$ cat src/hw/node_pkg.sv
package node_pkg;

	// ==================================================
	// Bus geometry
	// ==================================================

	localparam int DATA_W = 32;	// Width of every data bus in the node
	localparam int SEL_W = DATA_W / 8;	// One lane select per byte of data

	// ==================================================
	// Address map
	// ==================================================

	// Region codes live in address bits 31..18
	localparam logic [13:0] REGION_MAIN = 14'd0;	// Shared main RAM
	localparam logic [13:0] REGION_SCRATCH = 14'd1;	// Private CPU scratchpad

	// Word address widths of the two memories
	localparam int MAIN_AW = 10;	// 1024 words
	localparam int SCRATCH_AW = 8;	// 256 words

	// Edges from an accepted access to its acknowledge
	localparam int RD_LATENCY = 2;

	// ==================================================
	// Address word
	// ==================================================

	// The same 32 bits are seen either as a flat word or split into fields
	// The decoder looks at the region and the memory ports take the word index
	typedef union packed {
		logic [31:0] word;	// Address as the master drives it
		struct packed {
			logic [13:0] region;	// Picks main RAM, scratchpad or nothing
			logic [15:0] index;	// Word index inside the region
			logic [1:0] offset;	// Byte offset, covered by the lane selects
		} part;
	} bus_addr_u;

endpackage

$ cat src/hw/node_decode.sv
`timescale 1ns/1ns

module node_decode (
	input logic clk_i,
	input logic rst_i,
	input logic cpu_cyc_i,
	input logic cpu_stb_i,
	input node_pkg::bus_addr_u cpu_adr_i,
	output logic main_stb_o,
	output logic scratch_stb_o,
	input logic main_ack_i,
	input logic scratch_ack_i,
	input logic [node_pkg::DATA_W-1:0] main_dat_i,
	input logic [node_pkg::DATA_W-1:0] scratch_dat_i,
	output logic [node_pkg::DATA_W-1:0] cpu_dat_o,
	output logic cpu_ack_o,
	output logic cpu_err_o
);
	import node_pkg::*;

	logic cpu_req;	// CPU has a live strobe this cycle
	logic hit_main;
	logic hit_scratch;
	logic miss_req;	// Live strobe to a region nobody answers
	logic err_q;	// One-cycle error pulse
	logic err_done_q;	// Error already given for the request still held

	assign cpu_req = cpu_cyc_i & cpu_stb_i;
	assign hit_main = (cpu_adr_i.part.region == REGION_MAIN);
	assign hit_scratch = (cpu_adr_i.part.region == REGION_SCRATCH);

	// Mapped regions pass straight through with no added delay
	assign main_stb_o = cpu_req & hit_main;
	assign scratch_stb_o = cpu_req & hit_scratch;
	assign miss_req = cpu_req & ~hit_main & ~hit_scratch;

	// Unmapped access gets err one cycle after it is first seen
	// The done flag stops a second pulse while the master still holds stb
	always_ff @(posedge clk_i) begin
		if (rst_i) begin
			err_q <= 1'b0;
			err_done_q <= 1'b0;
		end else begin
			err_q <= miss_req & ~err_q & ~err_done_q;
			err_done_q <= miss_req & (err_q | err_done_q);	// Clears once stb drops
		end
	end

	// Read data follows the region of the address the CPU is holding
	always_comb begin
		case (cpu_adr_i.part.region)
			REGION_MAIN: cpu_dat_o = main_dat_i;
			REGION_SCRATCH: cpu_dat_o = scratch_dat_i;
			default: cpu_dat_o = '0;	// Nothing drives data for a miss
		endcase
	end

	assign cpu_ack_o = main_ack_i | scratch_ack_i;	// Only one slave can be selected
	assign cpu_err_o = err_q;

endmodule

$ cat config.mk
export PLATFORM = sky130hd
export DESIGN_NAME = node_decode
export DESIGN_NICKNAME = d
export VERILOG_FILES = /design/src/hw/node_pkg.sv /design/src/hw/node_decode.sv
export SDC_FILE = /design/constraint.sdc
export NUM_CORES = 1
export LEC_CHECK = 0
export ABC_AREA = 1
export BUFFER_PORTS_ARGS = -buffer_cell sky130_fd_sc_hd__buf_2
export CORE_MARGIN = 4
export CORE_UTILIZATION = 23
export DETAILED_ROUTE_END_ITERATION = 8
export PLACE_DENSITY = 0.86
export SLEW_MARGIN = 20
export SYNTH_ARGS = -nofsm -noshare
export SYNTH_HDL_FRONTEND = slang
export SYNTH_SLANG_ARGS = --single-unit
$ cat constraint.sdc
create_clock -name clk_i -period 2 [get_ports clk_i]
set_clock_uncertainty 0.2 [all_clocks]
set_input_delay 0.4 -clock clk_i [delete_from_list [all_inputs] [get_ports clk_i]]
set_output_delay 0.4 -clock clk_i [all_outputs]
set_load 0.02 [all_outputs]
Yosys cells after proc, flatten, opt, wreduce, memory -nomap -nowiden
Cells that the tools add are included.
- flip-flop bits (word level): 2
- input port bits: 102
- word-level logic and storage cells: 19
- equality and inequality tests: 1
- muxes and demuxes: 1
- bitwise operators: 14
- reductions and logical operators: 1
- operator list (operator ; count):
    case mux 32 bit (2 select lines) ; 1
    equality test 14 x 1 -> 1 bit (second input constant) ; 1
    zero test 14 bit ; 1
    AND 1 bit ; 8
    inverter 1 bit ; 4
    bitwise OR 1 bit ; 2

Depth between registers and ports, before layout
- word-level depth: 6
- mapped depth: 9
- depth with buffers taken out: 8

Worst setup path before layout
No wires, ideal clock.
- path kind: in2out
- start point: input port cpu_adr_i[27] (netlist name)
- end point: output port cpu_dat_o[0] (netlist name)
- arrival: 1.251 ns
- data required time: 1.400 ns
- slack: 0.149 ns
- stages on the path: 7
- cells stage by stage: or2_1 > nor2_2 > nand2_1 > inv_2 > buf_6 > nand2_1 > nand2_1
- word-level cells in the longest chain between the ends: 2
- elaborated cells on any way between the ends: 3
- classes of those cells: eq/ne: 1; mux: 1; reduce/logical: 1
- ends and longest elaborated chain (what ; line ; text):
    start, declared ; node_decode.sv:8 ; input node_pkg::bus_addr_u cpu_adr_i,
    equality test 14 x 1 -> 1 bit or zero test 14 bit (tied branches) ; node_decode.sv:51 ; case (cpu_adr_i.part.region)
    case mux 32 bit (2 select lines) (*) ; node_decode.sv:51 ;
    end, declared ; node_decode.sv:15 ; output logic [node_pkg::DATA_W-1:0] cpu_dat_o,
Mark *: on every way between the ends. The rest lies on a longest branch, timed or not.

Worst setup path in the final report
- start point: input port cpu_adr_i[27] (netlist name)
- end point: output port cpu_dat_o[15] (netlist name)
Same word-level chain as after synthesis.

==> impl_metrics.py <==
metrics = {
    "setup_path": {
        "setup.worst_path.class": "in -> out",
        "end_kind": "output port",
        "crit_path_max_fanout": 9,
        "r2r-end": "err_done_q$_SDFF_PP0_",
        "r2r-start": "cpu_err_o$_SDFF_PP0_",
        "start_kind": "input port",
        "r2r_cells": 2,
        "worstPathArrival_ns": 1.45,
        "cp_data_required_time_ns": 1.40,
        "r2r_slack_ns": 1.17,
    },
    "finish": {
        "multi_input_comb_area_um2": 619,
        "layout.nets": 368,
        "drive_above_1_share_pct": 67.8,
        "register_area_um2": 40.0,
        "num_antenna_cells": 0,
        "area_growth_pct": 197,
        "stdcell_count": 294,
        "n_fill_cell": 190,
        "fin_util_pct": 71.9,
        "fin_area_um2": 1780,
    },
    "power": {
        "power.switching_w": 0.0000732,
        "p_seq_share_pct": 17.0,
        "p_int_w": 0.000173,
        "p_leak_nw": 1.10,
        "pwr_density_cell_nw_per_um2": 138,
        "pwr-share-comb_pct": 43.5,
        "swShare_pct": 29.8,
        "vdd_drop_max_uv": 199,
        "clkPwrFrac_pct": 39.5,
    },
    "yosys": {
        "synth_edf_count": 0,
        "ys_async_sr_fraction_pct": 0,
        "synth.net_count": 238,
        "synth_area_leaders": "nand2_1 (65%), buf_6 (11%), nor2_1 (8.8%), dfxtp_1 (6.7%), inv_1 (1.9%)",
        "synth_common_cells": "nand2_1 (104), nor2_1 (14), buf_6 (6)",
        "synth.top_cell.area_share_pct": 65.1,
        "synth-seq-cells": 2,
        "netlist_instances": 136,
        "yosys.cell_count.top_type": "nand2_1",
        "syn_area_per_cell_um2": 4.41,
        "synth_cell_types": 12,
        "synth-main-ff-cell": "dfxtp_1",
        "yosysSeqAreaShare_pct": 6.68,
        "synthesis.area_um2": 599,
        "yosysTopAreaCell": "nand2_1",
        "yosysWarnings": 0,
    },
    "global_route": {
        "antenna_found_initial": 0,
        "grt_max_degree": 19,
        "gr-total-overflow": 0,
        "grt_util_all_layers_pct": 16.3,
        "grt_pass1_vias": 1098,
        "grt_first_pass_wirelength_um": 4480,
    },
    "hold_path": {
        "min_to": "cpu_err_o$_SDFF_PP0_",
        "hp-class": "in -> reg",
        "holdCritStartpoint": "rst_i",
        "hold_depth": 4,
    },
    "clock_network": {
        "cts.sinks": 2,
        "numCtsBuffers": 3,
        "clk_latency_ns": 0.24,
        "clk_path_buf_depth": 2,
        "cts_tree": "done",
        "htree_levels": 1,
        "path_clk_slew_ns": 0.03,
        "clockRootBuffer": "clkbuf_4",
        "cts_hold_buf": 0,
    },
    "floorplan": {
        "core_area_um2": 2480,
        "dieArea_um2": 3490,
        "die_w_um": 59.0,
        "fp-row-count": 18,
        "die_h_um": 59.0,
        "ios": 138,
        "start_util_pct": 24.2,
    },
    "drt": {
        "vias_per_cell": 4.48,
        "wl_per_cell_um": 12.7,
        "drc_errors": 0,
        "vias": 1316,
        "wirelength_um": 3740,
        "ant_nets": 0,
        "first_pass_iters": 4,
        "drt_iter0_drc": 80,
    },
    "place": {
        "hpwlAfterDp_um": 2210,
        "gp_congestion": 0.647,
        "post_dp_cell_area_um2": 1260,
        "io_buffer_count": 119,
        "dpl.cell_count": 285,
        "pre_cts_ws_ns": -0.0757,
    },
    "timing": {
        "period_needed_ns": 2.05,
        "setup_ws_ns": -0.0503,
        "final_max_slew_viol_count": 0,
        "max_freq_mhz": 488,
        "setup_viol": 31,
        "max-slew-margin-rel_pct": 90.9,
        "worst_slew_pin_slew_ns": 0.135,
        "hold_slack_ns": 0.216,
        "rsz0062_at_grt": "true",
        "hold_viol": 0,
        "layout_worst_path_cycle_share_pct": 103,
    },
    "flow_run": {
        "drv_cap": 0,
    },
    "status": {
        "violations": "negative setup slack",
        "status": "finished, violations left",
    },
}
layer usage:
metal | vias to the layer above | track usage, % | routed length, µm
met2 | 73 | 31.4 | 2090
met3 | 2 | 5.01 | 400
met1 | 583 | 16.1 | 1220
met4 | 0 | 5.83 | 26
li1 | 658 | - | -
met5 | - | 0 | 0
state kept, by name (all words and copies together), names as in the netlist:
register and count:
cpu_err_o 1, err_done_q 1
power groups by stage:
stage	Sequential [W]	Combinational, W	Clock (W)
floorplan	0.0000434	0.0000125	0
CTS	0.0000419	0.0000929	0.000105
finish	0.0000419	0.000107	0.0000971
detailed placement	0.0000424	0.0000922	0
global placement	0.0000424	0.0000903	0
global route	0.0000420	0.000118	0.000109
timing repair:
| item | 4_1_cts | 5_1_grt |
|---|---|---|
| cloned | 0 | 6 |
| pin swaps | 0 | 14 |
| buffers inserted | 0 | 0 |
| gates resized for setup | 60 | 59 |
| endpoints found under the setup margin | 32 | 33 |
critical path: stages:
cell and delay [ns]:
buf_6 0.09, or2_1 0.23, nor2_2 0.13, nand2_2 0.10, clkinv_4 0.10, clkbuf_16 0.15
nand2_1 0.06, nand2_1 0.08, buf_6 0.12
cell type report:
type,instances,area share (%)
Clock buffer,3,1.26
Inverter,5,1.62
Multi-Input combinational cell,123,34.8
Sequential cell,2,2.25
Tap cell,30,2.11
Timing Repair Buffer,131,58.0
worst max-delay path by stage:
| stage | from | to | slack, ns | depth (start not counted) |
|---|---|---|---|---|
| global route | cpu_adr_i[27] | cpu_dat_o[22] | -0.13 | 9 |
| CTS | cpu_adr_i[27] | cpu_dat_o[9] | -0.06 | 9 |
| finish | cpu_adr_i[27] | cpu_dat_o[15] | -0.05 | 9 |
| global placement | cpu_adr_i[27] | cpu_dat_o[9] | -0.07 | 9 |
| detailed placement | cpu_adr_i[27] | cpu_dat_o[17] | -0.08 | 9 |
| floorplan | cpu_adr_i[27] | cpu_dat_o[0] | 0.15 | 7 |
placed cells by master, fill, tap and decap left out:
master,instances
buf_2,86
nand3_1,1
nand2_2,31
nor2_1,13
nor2_2,2
inv_1,3
clkinv_4,2
clkbuf_4,3
or2_1,1
buf_4,2
o21ai_0,1
nand2_4,9
clkbuf_16,5
buf_6,34
buf_12,4
or2_2,1
dfxtp_1,2
nand2_1,64
cells by family (layout without fill, tap and decap cells):
kind of cell | Yosys count | in the layout | synth area share (%)
AOI/OAI and AO/OA | 1 | 1 | 0.834
buffers and inverters | 11 | 139 | 14.6
DFF | 2 | 2 | 6.68
and+or+nand+nor | 122 | 122 | 77.9
metrics by stage:
step | total power (W) | TNS [ns]
2_1_floorplan | 0.0000559 | 0
5_1_grt | 0.000269 | -3.02
3_3_place_gp | 0.000133 | -1.45
6_report | 0.000246 | -0.904
3_5_place_dp | 0.000135 | -1.64
4_1_cts | 0.000240 | -1.14
Power figures use the tool's default switching activity.
