File: config.mk
export PLATFORM = sky130hd
export DESIGN_NAME = node_arbiter
export DESIGN_NICKNAME = d
export VERILOG_FILES = /design/src/hw/node_pkg.sv /design/src/hw/node_arbiter.sv
export SDC_FILE = /design/constraint.sdc
export NUM_CORES = 1
export LEC_CHECK = 0
export BUFFER_PORTS_ARGS = -buffer_cell sky130_fd_sc_hd__buf_2
export CAP_MARGIN = 30
export CORE_AREA = 2 2 111 113
export CTS_CLUSTER_DIAMETER = 30
export DETAILED_ROUTE_END_ITERATION = 10
export DIE_AREA = 0 0 113 115
export GPL_ROUTABILITY_DRIVEN = 0
export HOLD_SLACK_MARGIN = 0.03
export SYNTH_ARGS = -nofsm -noshare
export SYNTH_HDL_FRONTEND = slang
export SYNTH_SLANG_ARGS = --single-unit
File: constraint.sdc
create_clock -name clk_i -period 1.2 [get_ports clk_i]
set_input_delay 0.24 -clock clk_i [delete_from_list [all_inputs] [get_ports clk_i]]
set_output_delay 0.24 -clock clk_i [all_outputs]
set_load 0.005 [all_outputs]
File: src/hw/node_pkg.sv
package node_pkg;

	// ==================================================
	// Bus geometry
	// ==================================================

	localparam int DATA_W = 32;	// Width of every data bus in the node
	localparam int SEL_W = DATA_W / 8;	// One lane select per byte of data

	// ==================================================
	// Address map
	// ==================================================

	// Region codes live in address bits 31..18
	localparam logic [13:0] REGION_MAIN = 14'd0;	// Shared main RAM
	localparam logic [13:0] REGION_SCRATCH = 14'd1;	// Private CPU scratchpad

	// Word address widths of the two memories
	localparam int MAIN_AW = 10;	// 1024 words
	localparam int SCRATCH_AW = 8;	// 256 words

	// Edges from an accepted access to its acknowledge
	localparam int RD_LATENCY = 2;

	// ==================================================
	// Address word
	// ==================================================

	// The same 32 bits are seen either as a flat word or split into fields
	// The decoder looks at the region and the memory ports take the word index
	typedef union packed {
		logic [31:0] word;	// Address as the master drives it
		struct packed {
			logic [13:0] region;	// Picks main RAM, scratchpad or nothing
			logic [15:0] index;	// Word index inside the region
			logic [1:0] offset;	// Byte offset, covered by the lane selects
		} part;
	} bus_addr_u;

endpackage

File: src/hw/node_arbiter.sv
`timescale 1ns/1ns

module node_arbiter (
	input logic clk_i,
	input logic rst_i,
	input logic cpu_req_i,
	input logic cpu_we_i,
	input logic [node_pkg::SEL_W-1:0] cpu_sel_i,
	input node_pkg::bus_addr_u cpu_adr_i,
	input logic [node_pkg::DATA_W-1:0] cpu_dat_i,
	output logic cpu_ack_o,
	output logic [node_pkg::DATA_W-1:0] cpu_dat_o,
	input logic net_req_i,
	input logic net_we_i,
	input logic [node_pkg::SEL_W-1:0] net_sel_i,
	input node_pkg::bus_addr_u net_adr_i,
	input logic [node_pkg::DATA_W-1:0] net_dat_i,
	output logic net_ack_o,
	output logic [node_pkg::DATA_W-1:0] net_dat_o,
	output logic ram_en_o,
	output logic [node_pkg::SEL_W-1:0] ram_we_o,
	output logic [node_pkg::MAIN_AW-1:0] ram_adr_o,
	output logic [node_pkg::DATA_W-1:0] ram_dat_o,
	input logic [node_pkg::DATA_W-1:0] ram_dat_i,
	input logic ram_ack_i
);
	import node_pkg::*;

	logic gnt_q;	// A master owns the RAM port
	logic owner_q;	// Owning master is the network side when high
	logic prio_q;	// Network side wins the next tie when high
	logic pick_net;	// Winner if a grant is taken this edge

	assign pick_net = net_req_i & (~cpu_req_i | prio_q);

	// ==================================================
	// Grant
	// ==================================================

	// Grant is held until the RAM acknowledges however long that takes
	always_ff @(posedge clk_i) begin
		if (rst_i) begin
			gnt_q <= 1'b0;
			owner_q <= 1'b0;
			prio_q <= 1'b0;	// CPU wins the first tie
		end else if (gnt_q) begin
			if (ram_ack_i) begin
				gnt_q <= 1'b0;	// Released at the end of the ack cycle
			end
		end else if (cpu_req_i | net_req_i) begin
			gnt_q <= 1'b1;
			owner_q <= pick_net;
			if (cpu_req_i & net_req_i) begin
				prio_q <= ~pick_net;	// Loser of a tie goes first at the next tie
			end
		end
	end

	// ==================================================
	// Request and response steering
	// ==================================================

	// RAM ignores a held request while its own access is in flight
	assign ram_en_o = gnt_q & (owner_q ? net_req_i : cpu_req_i);
	assign ram_we_o = owner_q ? (net_sel_i & {SEL_W{net_we_i}}) :
		(cpu_sel_i & {SEL_W{cpu_we_i}});
	assign ram_adr_o = owner_q ? net_adr_i.part.index[MAIN_AW-1:0] :
		cpu_adr_i.part.index[MAIN_AW-1:0];
	assign ram_dat_o = owner_q ? net_dat_i : cpu_dat_i;

	// Acknowledge and data go to the owner only
	assign cpu_ack_o = gnt_q & ~owner_q & ram_ack_i;
	assign net_ack_o = gnt_q & owner_q & ram_ack_i;
	assign cpu_dat_o = owner_q ? '0 : ram_dat_i;
	assign net_dat_o = owner_q ? ram_dat_i : '0;

endmodule

==> After elaboration in Yosys (flattened, before gate mapping) <==
Cells that the tools add are included.
Widths: inputs -> output; s select.
{ "totals": {"word_cells": 29, "in_bits": 175, "out_inout_bits": 113, "ff_bits": 3} }
{ "op_classes": {"n_mux": 9, "bitwise": 15, "n_reduce_logical": 2} }
{ "op_table": {"columns": ["op", "n"], "rows": [
  ["$mux 32", 3],
  ["$mux 10", 1],
  ["$and 4x4->4", 2],
  ["$and 1x1->1", 7],
  ["$mux 1", 4],
  ["$mux 4", 1],
  ["$not 1->1", 4],
  ["$reduce_and 3->1", 1],
  ["$or 1x1->1", 2],
  ["$reduce_and 2->1", 1]
]} }

==> Longest topological paths before layout <==
Gate-level depths: netlist (run 1).
{ "depth": {"depth_word": 4, "depth_mapped": 5, "depth_no_buf": 3} }

==> Worst setup path after synthesis (run 1) <==
No wires, ideal clock.
{ "synth_path": {"path_type": "register to output", "from": "register owner_q", "to": "output port ram_adr_o[1] in the netlist's numbering", "arrival_ns": 0.894, "required_time_ns": 0.960, "stages_incl_launch_ff": 4, "n_path_buf": 2, "path_slack_ns": 0.066, "cell_sequence": "dfxtp_1 > buf_6 > buf_6 > mux2_2"} }
{ "synth_between": {"elab_chain_cells": 1} }
{ "synth_rtl": {"columns": ["element", "line", "rtl"], "rows": [
  ["start, declared", "node_arbiter.sv:30", "logic owner_q;"],
  ["start signal, assigned", "node_arbiter.sv:52", "owner_q <= pick_net;"],
  ["$mux 10", "node_arbiter.sv:67", "assign ram_adr_o = owner_q ? net_adr_i.part.index[MAIN_AW-1:0] :"],
  ["end, declared", "node_arbiter.sv:22", "output logic [node_pkg::MAIN_AW-1:0] ram_adr_o,"]
]} }
Every way passes these cells.

==> Worst setup path in the final report (run 1) <==
{ "layout_path": {"from": "register owner_q", "to": "output port ram_dat_o[29] in the netlist's numbering"} }
{ "layout_between": {"elab_chain_cells": 1} }
{ "layout_rtl": {"columns": ["element", "line", "rtl"], "rows": [
  ["$mux 32", "node_arbiter.sv:69", "assign ram_dat_o = owner_q ? net_dat_i : cpu_dat_i;"],
  ["end, declared", "node_arbiter.sv:23", "output logic [node_pkg::DATA_W-1:0] ram_dat_o,"]
]} }
Every way passes these cells.

==> results.md, run 1 <==
* Post-synthesis to final-layout area growth at 129%
* Number of distinct library cells after synthesis at 20
* Maximum ir drop on the vdd rail at 0.000645 V
* First-pass GRT wire length at 7370 um
* Slew of the pin with the lowest slew margin at 194 ps
* Sinks on Clock Net at 3
* Highest-count cells in the layout ignoring fill and taps: buf_2 (239), mux2_2 (39), and2_1 (32)
* DRC marker count from the first detailed-route iteration at 32
* Number of vias in the routed layout at 1860
* Clock Root Buffer: clkbuf_16
* Power density over the cells at 575 nW/um^2
* Quantity of hold-fixing buffers added after cts at 0
* Startpoint types: flop
* Final hold vios at 0
* Number of violations of the max-capacitance limit at 0
* Failing checks: design-rule violations, negative setup slack
* Required time of the critical path at 960 ps
* Post-synthesis cell count at 142
* Crit end category: primary output
* Per-instance average area after synthesis at 8.26 sq um
* H-tree Lvls at 1
* Drt first pass iters at 7
* Post-CTS setup-driven buffer insertion count at 0
* Maximum clock path buffer count at 2
* Minimum clock period at 1540 ps
* Fin crit share at 1.28
* Clock tree from TritonCTS: yes
* Hpwl dp at 4670 um
* Total Die Area at 13000 sq um
* Number of antenna repair diodes at 0
* Pre-CTS WS at -119 ps
* Hold Worst Slack at 218 ps
* Synthesized Nets at 317
* Area inside the core boundary at 11800 sq um
* Pin count of the biggest net entering global routing at 43
* Clock slew at the register clock pins of the worst setup and hold paths at 30 ps
* Setup repair after global routing missed its margin: true
* Rows at 40
* Die height at 115 um
* Final setup viols at 110
* Number of buffers inserted during clock tree synthesis at 3
* Number of global-route vias before repair at 1607
* Routed WL at 5370 um
* Drt via density at 3.52
* Arrival time of the worst setup path at 1300 ps
* Relative slew slack at 0.870
* Total Power Consumption at 0.00154 W
* Maximum clock frequency at 651 MHz
* Routed len/inst at 10.2 um
* Type of the tightest min-delay check: input port to flop
* Synth warn at 0
* Number of antenna violations at the first check in global routing at 0
* Total of flip-flops plus latches after synthesis at 3
* Die outline width at 113 um
* Remaining Overflow, GRT at 0
* Final Max Tran Viols at 0
* Remaining number of nets flagged by the antenna check after routing at 0
* GRT Total Usage at 0.0686
* Total of buffers placed on input and output ports at 243
* Minimum setup slack in the final design at -336 ps
* Clock latency of the later-clocked register in the worst-skew pair at 220 ps
* Class of the most critical setup path: flop to primary output
* Post-synthesis sequential area ratio at 0.0512
* P_leak at 1.53 nW
* Run status: finished with violations
* Final TNS setup at -24480 ps
* Netlist area before placement at 1170 sq um
* Maximum fanout encountered on the critical timing path at 16
* Setup clock skew after layout at 1.93 ps
* Number of ports placed on the die boundary at 288
* Effective utilization at floorplan at 0.0994
* Commonest non-fill, non-tap cell in the layout: buf_2
* Proportion of layout cells with a drive suffix above 1 at 0.782
* Post-layout nets at 557
* Remaining routing DRC violations at 16
-- cell families after synthesis --
family	after synthesis	share of synthesized area
mux	43	0.412
xor+xnor	1	0.00746
simple gates	73	0.382
compound gates	8	0.0533
buf+inv	14	0.0949
flops	3	0.0512
-- flip-flops by register name (all words and copies together), names as in the netlist --
register	cells
gnt_q	1
owner_q	1
prio_q	1
-- timing repair --
item	4_1_cts	5_1_grt
endpoints found under the setup margin	113	113
resized for setup	6	7
cloned	0	0
-- worst paths after layout --
check | startpoint | to | slack (ps) | cells past startpoint
max | owner_q | ram_dat_o[29] | -340 | 3
min | rst_i | owner_q | 220 | 2
max reg2reg | owner_q | owner_q | 290 | 3
min reg2reg | prio_q | prio_q | 510 | 2
-- worst max-delay path: stages (launching register included) --
cell and delay, ps:
dfxtp_4 360, buf_4 220, mux2_2 360, buf_2 130
-- Yosys cell counts --
| master | instances | share of area |
|---|---|---|
| a21oi_1 | 1 | 0.0043 |
| a32o_1 | 4 | 0.034 |
| and2_1 | 32 | 0.17 |
| and3_1 | 1 | 0.0053 |
| buf_2 | 4 | 0.017 |
| buf_6 | 7 | 0.067 |
| clkbuf_1 | 1 | 0.0032 |
| clkbuf_2 | 1 | 0.0043 |
| dfxtp_1 | 3 | 0.051 |
| inv_1 | 1 | 0.0032 |
| mux2_2 | 42 | 0.40 |
| mux2i_1 | 1 | 0.0085 |
| nand2_1 | 1 | 0.0032 |
| nand3b_1 | 1 | 0.0064 |
| nor2_1 | 3 | 0.0096 |
| nor2b_1 | 35 | 0.19 |
| o21ai_0 | 1 | 0.0043 |
| o21ai_1 | 1 | 0.0043 |
| o31ai_1 | 1 | 0.0064 |
| xor2_1 | 1 | 0.0075 |
-- cell type report --
cell class	instances	area, sq um
multi-input combinational	125	1030
timing repair buffer	248	1320
sequential	3	63.8
fill	1331	9130
inverter	1	3.75
clock buffer	4	78.8
tap	147	184
-- through the flow --
step	util	std cells	cell area, sq um
5_1_grt	0.227	528	2680
4_1_cts	0.224	528	2650
2_1_floorplan	-	142	1170
6_report	0.227	528	2680
3_5_place_dp	0.215	524	2540
3_3_place_gp	0.215	524	2540
-- report_power, final --
group          internal, W  switching [W]
registers         0.000108      0.0000102
clock network     0.000438      0.0000874
logic             0.000554       0.000346
-- per-layer routing --
layer / part of all wire / vias to the layer above / GRT usage
met4: 0.0099 / 0 / 0.0195
met2: 0.51 / 109 / 0.124
met1: 0.38 / 791 / 0.0851
met5: 0 / - / 0
met3: 0.092 / 4 / 0.0100
li1: - / 956 / -
(Power assumes the default switching activity.)
==> run 2, diff against run 1 <==
--- a/config.mk
+++ b/config.mk
@@ -7,12 +7,15 @@
 export LEC_CHECK = 0
 export BUFFER_PORTS_ARGS = -buffer_cell sky130_fd_sc_hd__buf_2
 export CAP_MARGIN = 30
-export CORE_AREA = 2 2 111 113
+export CELL_PAD_IN_SITES_DETAIL_PLACEMENT = 0
+export CELL_PAD_IN_SITES_GLOBAL_PLACEMENT = 1
+export CORE_AREA = 2 2 113 115
 export CTS_CLUSTER_DIAMETER = 30
 export DETAILED_ROUTE_END_ITERATION = 10
-export DIE_AREA = 0 0 113 115
+export DIE_AREA = 0 0 115 117
 export GPL_ROUTABILITY_DRIVEN = 0
 export HOLD_SLACK_MARGIN = 0.03
+export PLACE_DENSITY_LB_ADDON = 0.1
 export SYNTH_ARGS = -nofsm -noshare
 export SYNTH_HDL_FRONTEND = slang
 export SYNTH_SLANG_ARGS = --single-unit
==> results.md, run 2 (synthesis gave the netlist of run 1 again) <==
* Total Die Area at 13500 sq um (was 13000 sq um)
* Die height at 117 um (was 115 um)
* Number of filler instances in the final layout at 1426 (was 1331)
* GRT Total Usage at 0.0746 (was 0.0686)
* Total Power Consumption at 0.00173 W (was 0.00154 W)
* H-tree Lvls at 1 (unchanged)
* Logic depth of the worst register-to-register path at 3 (unchanged)
* Critical-path cell list: buf_12 > mux2_2 > buf_2 (was buf_4 > mux2_2 > buf_2)
* Remaining Overflow, GRT at 0 (unchanged)
* Remaining routing DRC violations at 0 (was 16)
* Minimum clock period at 1530 ps (was 1540 ps)
* Hold Worst Slack at 200 ps (was 218 ps)
* Area of combinational cells with multiple inputs at 1110 sq um (was 1030 sq um)
* Power density over the cells at 578 nW/um^2 (was 575 nW/um^2)
* Post-layout nets at 563 (was 557)
* Final TNS setup at -27010 ps (was -24480 ps)
* Number of global-route vias before repair at 1587 (was 1607)
* Fin crit share at 1.28 (about the same)
* Clock Root Buffer: clkbuf_16 (unchanged)
* Commonest non-fill, non-tap cell in the layout: buf_2 (unchanged)
* Highest-count cells in the layout ignoring fill and taps: buf_2 (219), and2_1 (32), nor2b_1 (30) (was buf_2 (239), mux2_2 (39), and2_1 (32))
* First-pass GRT wire length at 7980 um (was 7370 um)
* Cell area after layout at 3000 sq um (was 2680 sq um)
* Drt first pass iters at 4 (was 7)
* Number of buffers inserted during clock tree synthesis at 3 (unchanged)
* Worst path bufs/invs at 2 (unchanged)
* Run status: finished with violations (unchanged)
* Slew of the pin with the lowest slew margin at 217 ps (was 194 ps)
* Sinks on Clock Net at 3 (unchanged)
* Maximum fanout encountered on the critical timing path at 19 (was 16)
* Crit end category: primary output (unchanged)
* Setup repair after global routing missed its margin: true (unchanged)
* Routed len/inst at 12.4 um (was 10.2 um)
* P_leak at 1.69 nW (was 1.53 nW)
* Post-synthesis to final-layout area growth at 155% (was 129%)
* Maximum clock frequency at 652 MHz (was 651 MHz)
* Number of vias in the routed layout at 1957 (was 1860)
* Final hold vios at 0 (unchanged)
* Routed WL at 6670 um (was 5370 um)
* Maximum clock path buffer count at 2 (unchanged)
* Number of cells on the worst hold path at 2 (unchanged)
* Class of the most critical setup path: flop to primary output (unchanged)
* Startpoint types: flop (unchanged)
* Failing checks: negative setup slack (was design-rule violations, negative setup slack)
* Final setup viols at 113 (was 110)
* Total of buffers placed on input and output ports at 243 (unchanged)
* Largest registers: gnt_q: 1 flops, owner_q: 1 flops, prio_q: 1 flops (unchanged)
* Finished Core Util at 0.243 (was 0.227)
* Type of the tightest min-delay check: input port to flop (unchanged)
* Remaining number of nets flagged by the antenna check after routing at 0 (unchanged)
* Area post-placement at 2590 sq um (was 2540 sq um)
* Clock tree from TritonCTS: yes (unchanged)
* Number of antenna violations at the first check in global routing at 0 (unchanged)
* Setup clock skew after layout at 0.492 ps (was 1.93 ps)
* Final Max Tran Viols at 0 (unchanged)
* Die outline width at 115 um (was 113 um)
* Arrival time of the worst setup path at 1290 ps (was 1300 ps)
* Clock slew at the register clock pins of the worst setup and hold paths at 30 ps (about the same)
* Required time of the critical path at 960 ps (about the same)
* Number of ports placed on the die boundary at 288 (unchanged)
* Relative slew slack at 0.854 (was 0.870)
* Area inside the core boundary at 12300 sq um (was 11800 sq um)
* Proportion of layout cells with a drive suffix above 1 at 0.788 (was 0.782)
* Drt via density at 3.64 (was 3.52)
* Sequential cell area in the final layout at 63.8 sq um (unchanged)
* Pin count of the biggest net entering global routing at 44 (was 43)
* Quantity of hold-fixing buffers added after cts at 0 (unchanged)
* Kind of cell adding the most delay to the critical path: flip-flops (unchanged)
* Number of violations of the max-capacitance limit at 0 (unchanged)
* Cell depth of the worst setup path at 3 (unchanged)
* Effective utilization at floorplan at 0.0953 (was 0.0994)
* Worst path slowest cell: dfxtp_4 (unchanged)
* Maximum ir drop on the vdd rail at 0.00111 V (was 0.000645 V)
* Delay of the slowest cell on the worst path at 420 ps (was 360 ps)
* Rows at 41 (was 40)
* DRC marker count from the first detailed-route iteration at 27 (was 32)
* Clock latency of the later-clocked register in the worst-skew pair at 220 ps (about the same)
* Hpwl dp at 5390 um (was 4670 um)
* Number of antenna repair diodes at 0 (unchanged)
* Minimum setup slack in the final design at -335 ps (was -336 ps)
## run 2: cell type report
type                    count  share of cell area
flip-flops and latches      3              0.0213
clock buffers               4              0.0263
multi-input cells         125               0.370
inverters                   1             0.00125
well taps                 150              0.0626
repair buffers            254               0.518
## run 2: where the power goes
group          internal (W)  switching, W  total [W]  leakage (nW)
sequential         0.000108     0.0000146   0.000123        0.0255
clock              0.000438     0.0000855   0.000523        0.0382
combinational      0.000696      0.000390    0.00109          1.63
total               0.00124      0.000490    0.00173          1.69
## run 2: path summary, 6_finish.rpt
path | startpoint | end | slack [ps]
worst max-delay path | owner_q | ram_dat_o[0] | -330
worst min-delay path | rst_i | owner_q | 200
worst max register to register | gnt_q | prio_q | 320
worst min register to register | prio_q | prio_q | 500
## run 2: metal layers
metal	wire, um	GRT usage	vias up
li1	-	-	967
met1	2440	0.0800	890
met2	3750	0.153	96
met3	447	0.0134	4
met4	33	0.0129	0
met5	0	0	-
## run 2: what timing repair did
item	4_1_cts	5_1_grt
gates cloned	0	2
setup endpoints to repair	113	113
setup buffers	1	1
resized for setup	41	16
## run 2: metrics by stage
stage,worst slack [ps],instances
2_1_floorplan,65.8,142
3_3_place_gp,-112,529
3_5_place_dp,-112,529
4_1_cts,-348,534
5_1_grt,-388,537
6_report,-335,537
==> run 3, diff against run 2 <==
--- a/config.mk
+++ b/config.mk
@@ -5,6 +5,7 @@
 export SDC_FILE = /design/constraint.sdc
 export NUM_CORES = 1
 export LEC_CHECK = 0
+export ABC_CLOCK_PERIOD_IN_PS = 1600
 export BUFFER_PORTS_ARGS = -buffer_cell sky130_fd_sc_hd__buf_2
 export CAP_MARGIN = 30
 export CELL_PAD_IN_SITES_DETAIL_PLACEMENT = 0
==> constraint.sdc (replaced) <==
create_clock -name clk_i -period 1.6 [get_ports clk_i]
set_input_delay 0.32 -clock clk_i [delete_from_list [all_inputs] [get_ports clk_i]]
set_output_delay 0.32 -clock clk_i [all_outputs]
set_load 0.005 [all_outputs]
==> results.md, run 3 (synthesis gave the netlist of run 1 again) <==
* Cell area after layout at 3300 sq um (was 3000 sq um)
* Delay of the slowest cell on the worst path at 350 ps (was 420 ps)
* Total Power Consumption at 0.00142 W (was 0.00173 W)
* Largest registers: gnt_q: 1 flops, owner_q: 1 flops, prio_q: 1 flops (unchanged)
* Number of violations of the max-capacitance limit at 0 (unchanged)
* Length of routed wiring on met1 at 2930 um (was 2440 um)
* Number of buffers inserted during clock tree synthesis at 3 (unchanged)
* Area inside the core boundary at 12300 sq um (unchanged)
* GRT Total Usage at 0.0720 (was 0.0746)
* Required time of the critical path at 1280 ps (was 960 ps)
* Commonest non-fill, non-tap cell in the layout: buf_2 (unchanged)
* Routed len/inst at 14.1 um (was 12.4 um)
* Pre-CTS WS at 166 ps (was -112 ps)
* Setup repair after global routing missed its margin: true (unchanged)
* Rows at 41 (unchanged)
* Kind of cell adding the most delay to the critical path: buffers and inverters (was flip-flops)
* Clock latency of the later-clocked register in the worst-skew pair at 220 ps (about the same)
* P_leak at 1.85 nW (was 1.69 nW)
* Startpoint types: flop (unchanged)
* Clock tree from TritonCTS: yes (unchanged)
* Routed WL at 7750 um (was 6670 um)
* Failing checks: negative setup slack (unchanged)
* Fin crit share at 1.03
* Worst path slowest cell: dfxtp_4 (unchanged)
* Crit end category: primary output (unchanged)
* Clock slew at the register clock pins of the worst setup and hold paths at 30 ps (about the same)
* Class of the most critical setup path: flop to primary output (unchanged)
* Minimum clock period at 1640 ps
* Slew of the pin with the lowest slew margin at 219 ps (was 217 ps)
* Remaining Overflow, GRT at 0 (unchanged)
* Total of buffers placed on input and output ports at 243 (unchanged)
* Number of vias in the routed layout at 2033 (was 1957)
* Top Layer Used: met4 (unchanged)
* Remaining routing DRC violations at 0 (unchanged)
* DRC marker count from the first detailed-route iteration at 21 (was 27)
* Maximum ir drop on the vdd rail at 0.000822 V (was 0.00111 V)
* First-pass GRT wire length at 7750 um (was 7980 um)
* Drt first pass iters at 4 (unchanged)
* Remaining number of nets flagged by the antenna check after routing at 0 (unchanged)
* Number of global-route vias before repair at 1509 (was 1587)
* Setup clock skew after layout at 3.22 ps (was 0.492 ps)
* Hpwl dp at 5290 um (was 5390 um)
* Type of the tightest min-delay check: input port to flop (unchanged)
* Number of filler instances in the final layout at 1384 (was 1426)
* Clock Root Buffer: clkbuf_16 (unchanged)
* Die height at 117 um (unchanged)
* Proportion of layout cells with a drive suffix above 1 at 0.814 (was 0.788)
* Maximum fanout encountered on the critical timing path at 5 (was 19)
* Number of antenna repair diodes at 0 (unchanged)
* H-tree Lvls at 1 (unchanged)
* Run status: finished with violations (unchanged)
* Sinks on Clock Net at 3 (unchanged)
* Critical-path cell list: buf_6 > clkbuf_16 > mux2_2 > buf_2 (was buf_12 > mux2_2 > buf_2)
* Final setup viols at 42 (was 113)
* Total Die Area at 13500 sq um (unchanged)
* Effective utilization at floorplan at 0.0953 (unchanged)
* Quantity of hold-fixing buffers added after cts at 0 (unchanged)
* Finished Core Util at 0.268 (was 0.243)
* Maximum clock frequency at 609 MHz
* Pin count of the biggest net entering global routing at 56 (was 44)
* Die outline width at 115 um (unchanged)
* Maximum clock path buffer count at 2 (unchanged)
* Minimum setup slack in the final design at -41.8 ps (was -335 ps)
* Post-synthesis to final-layout area growth at 181% (was 155%)
* Routed length on met2 at 4380 um (was 3750 um)
* Highest-count cells in the layout ignoring fill and taps: buf_2 (211), buf_6 (36), mux2_4 (30) (was buf_2 (219), and2_1 (32), nor2b_1 (30))
* Arrival time of the worst setup path at 1320 ps (was 1290 ps)
* Final Max Tran Viols at 0 (unchanged)
* Final hold vios at 0 (unchanged)
* Relative slew slack at 0.853 (was 0.854)
* Worst path bufs/invs at 3 (was 2)
* Number of ports placed on the die boundary at 288 (unchanged)
* Post-layout nets at 574 (was 563)
* Number of antenna violations at the first check in global routing at 0 (unchanged)
* Area post-placement at 2530 sq um (was 2590 sq um)
* Drt via density at 3.71 (was 3.64)
* Power density over the cells at 431 nW/um^2 (was 578 nW/um^2)
* Wire length on met3 at 437 um (was 447 um)
[run 3: final timing paths]
path	from	to	cells past startpoint	slack [ps]
worst max register to register	owner_q	owner_q	5	460
worst min register to register	prio_q	prio_q	2	510
worst max-delay path	owner_q	ram_dat_o[6]	4	-40
worst min-delay path	rst_i	owner_q	2	280
[run 3: per-layer routing]
| layer | global-route usage | vias to the layer above |
|---|---|---|
| met5 | 0 | - |
| met4 | 0.00482 | 0 |
| met3 | 0.0129 | 2 |
| met2 | 0.151 | 98 |
| met1 | 0.0775 | 935 |
| li1 | - | 998 |
[run 3: power breakdown]
group / internal [W] / switching (W)
clock network: 0.000329 / 0.0000660
logic: 0.000607 / 0.000333
registers: 0.0000810 / 0.00000668
total: 0.00102 / 0.000406
[run 3: layout make-up]
cell class              count  area, sq um  area share
well taps                 150          188      0.0568
multi-input cells         125         1170       0.355
flip-flops and latches      3         63.8      0.0193
repair buffers            265         1800       0.544
clock buffers               4         78.8      0.0239
inverters                   1         3.75     0.00114
[run 3: what timing repair did]
action,in CTS,in global routing
cloned,0,10
resized for setup,17,64
setup endpoints to repair,28,45
pin swaps,0,1
buffers inserted,0,9
[run 3: through the flow]
| stage | hold WS (ps) | TNS, ps | instances |
|---|---|---|---|
| floorplan | 389 | 0 | 142 |
| global placement | 503 | 0 | 525 |
| detailed placement | 507 | 0 | 525 |
| CTS | 286 | -769 | 529 |
| global route | 303 | -2980 | 548 |
| finish | 284 | -802 | 548 |
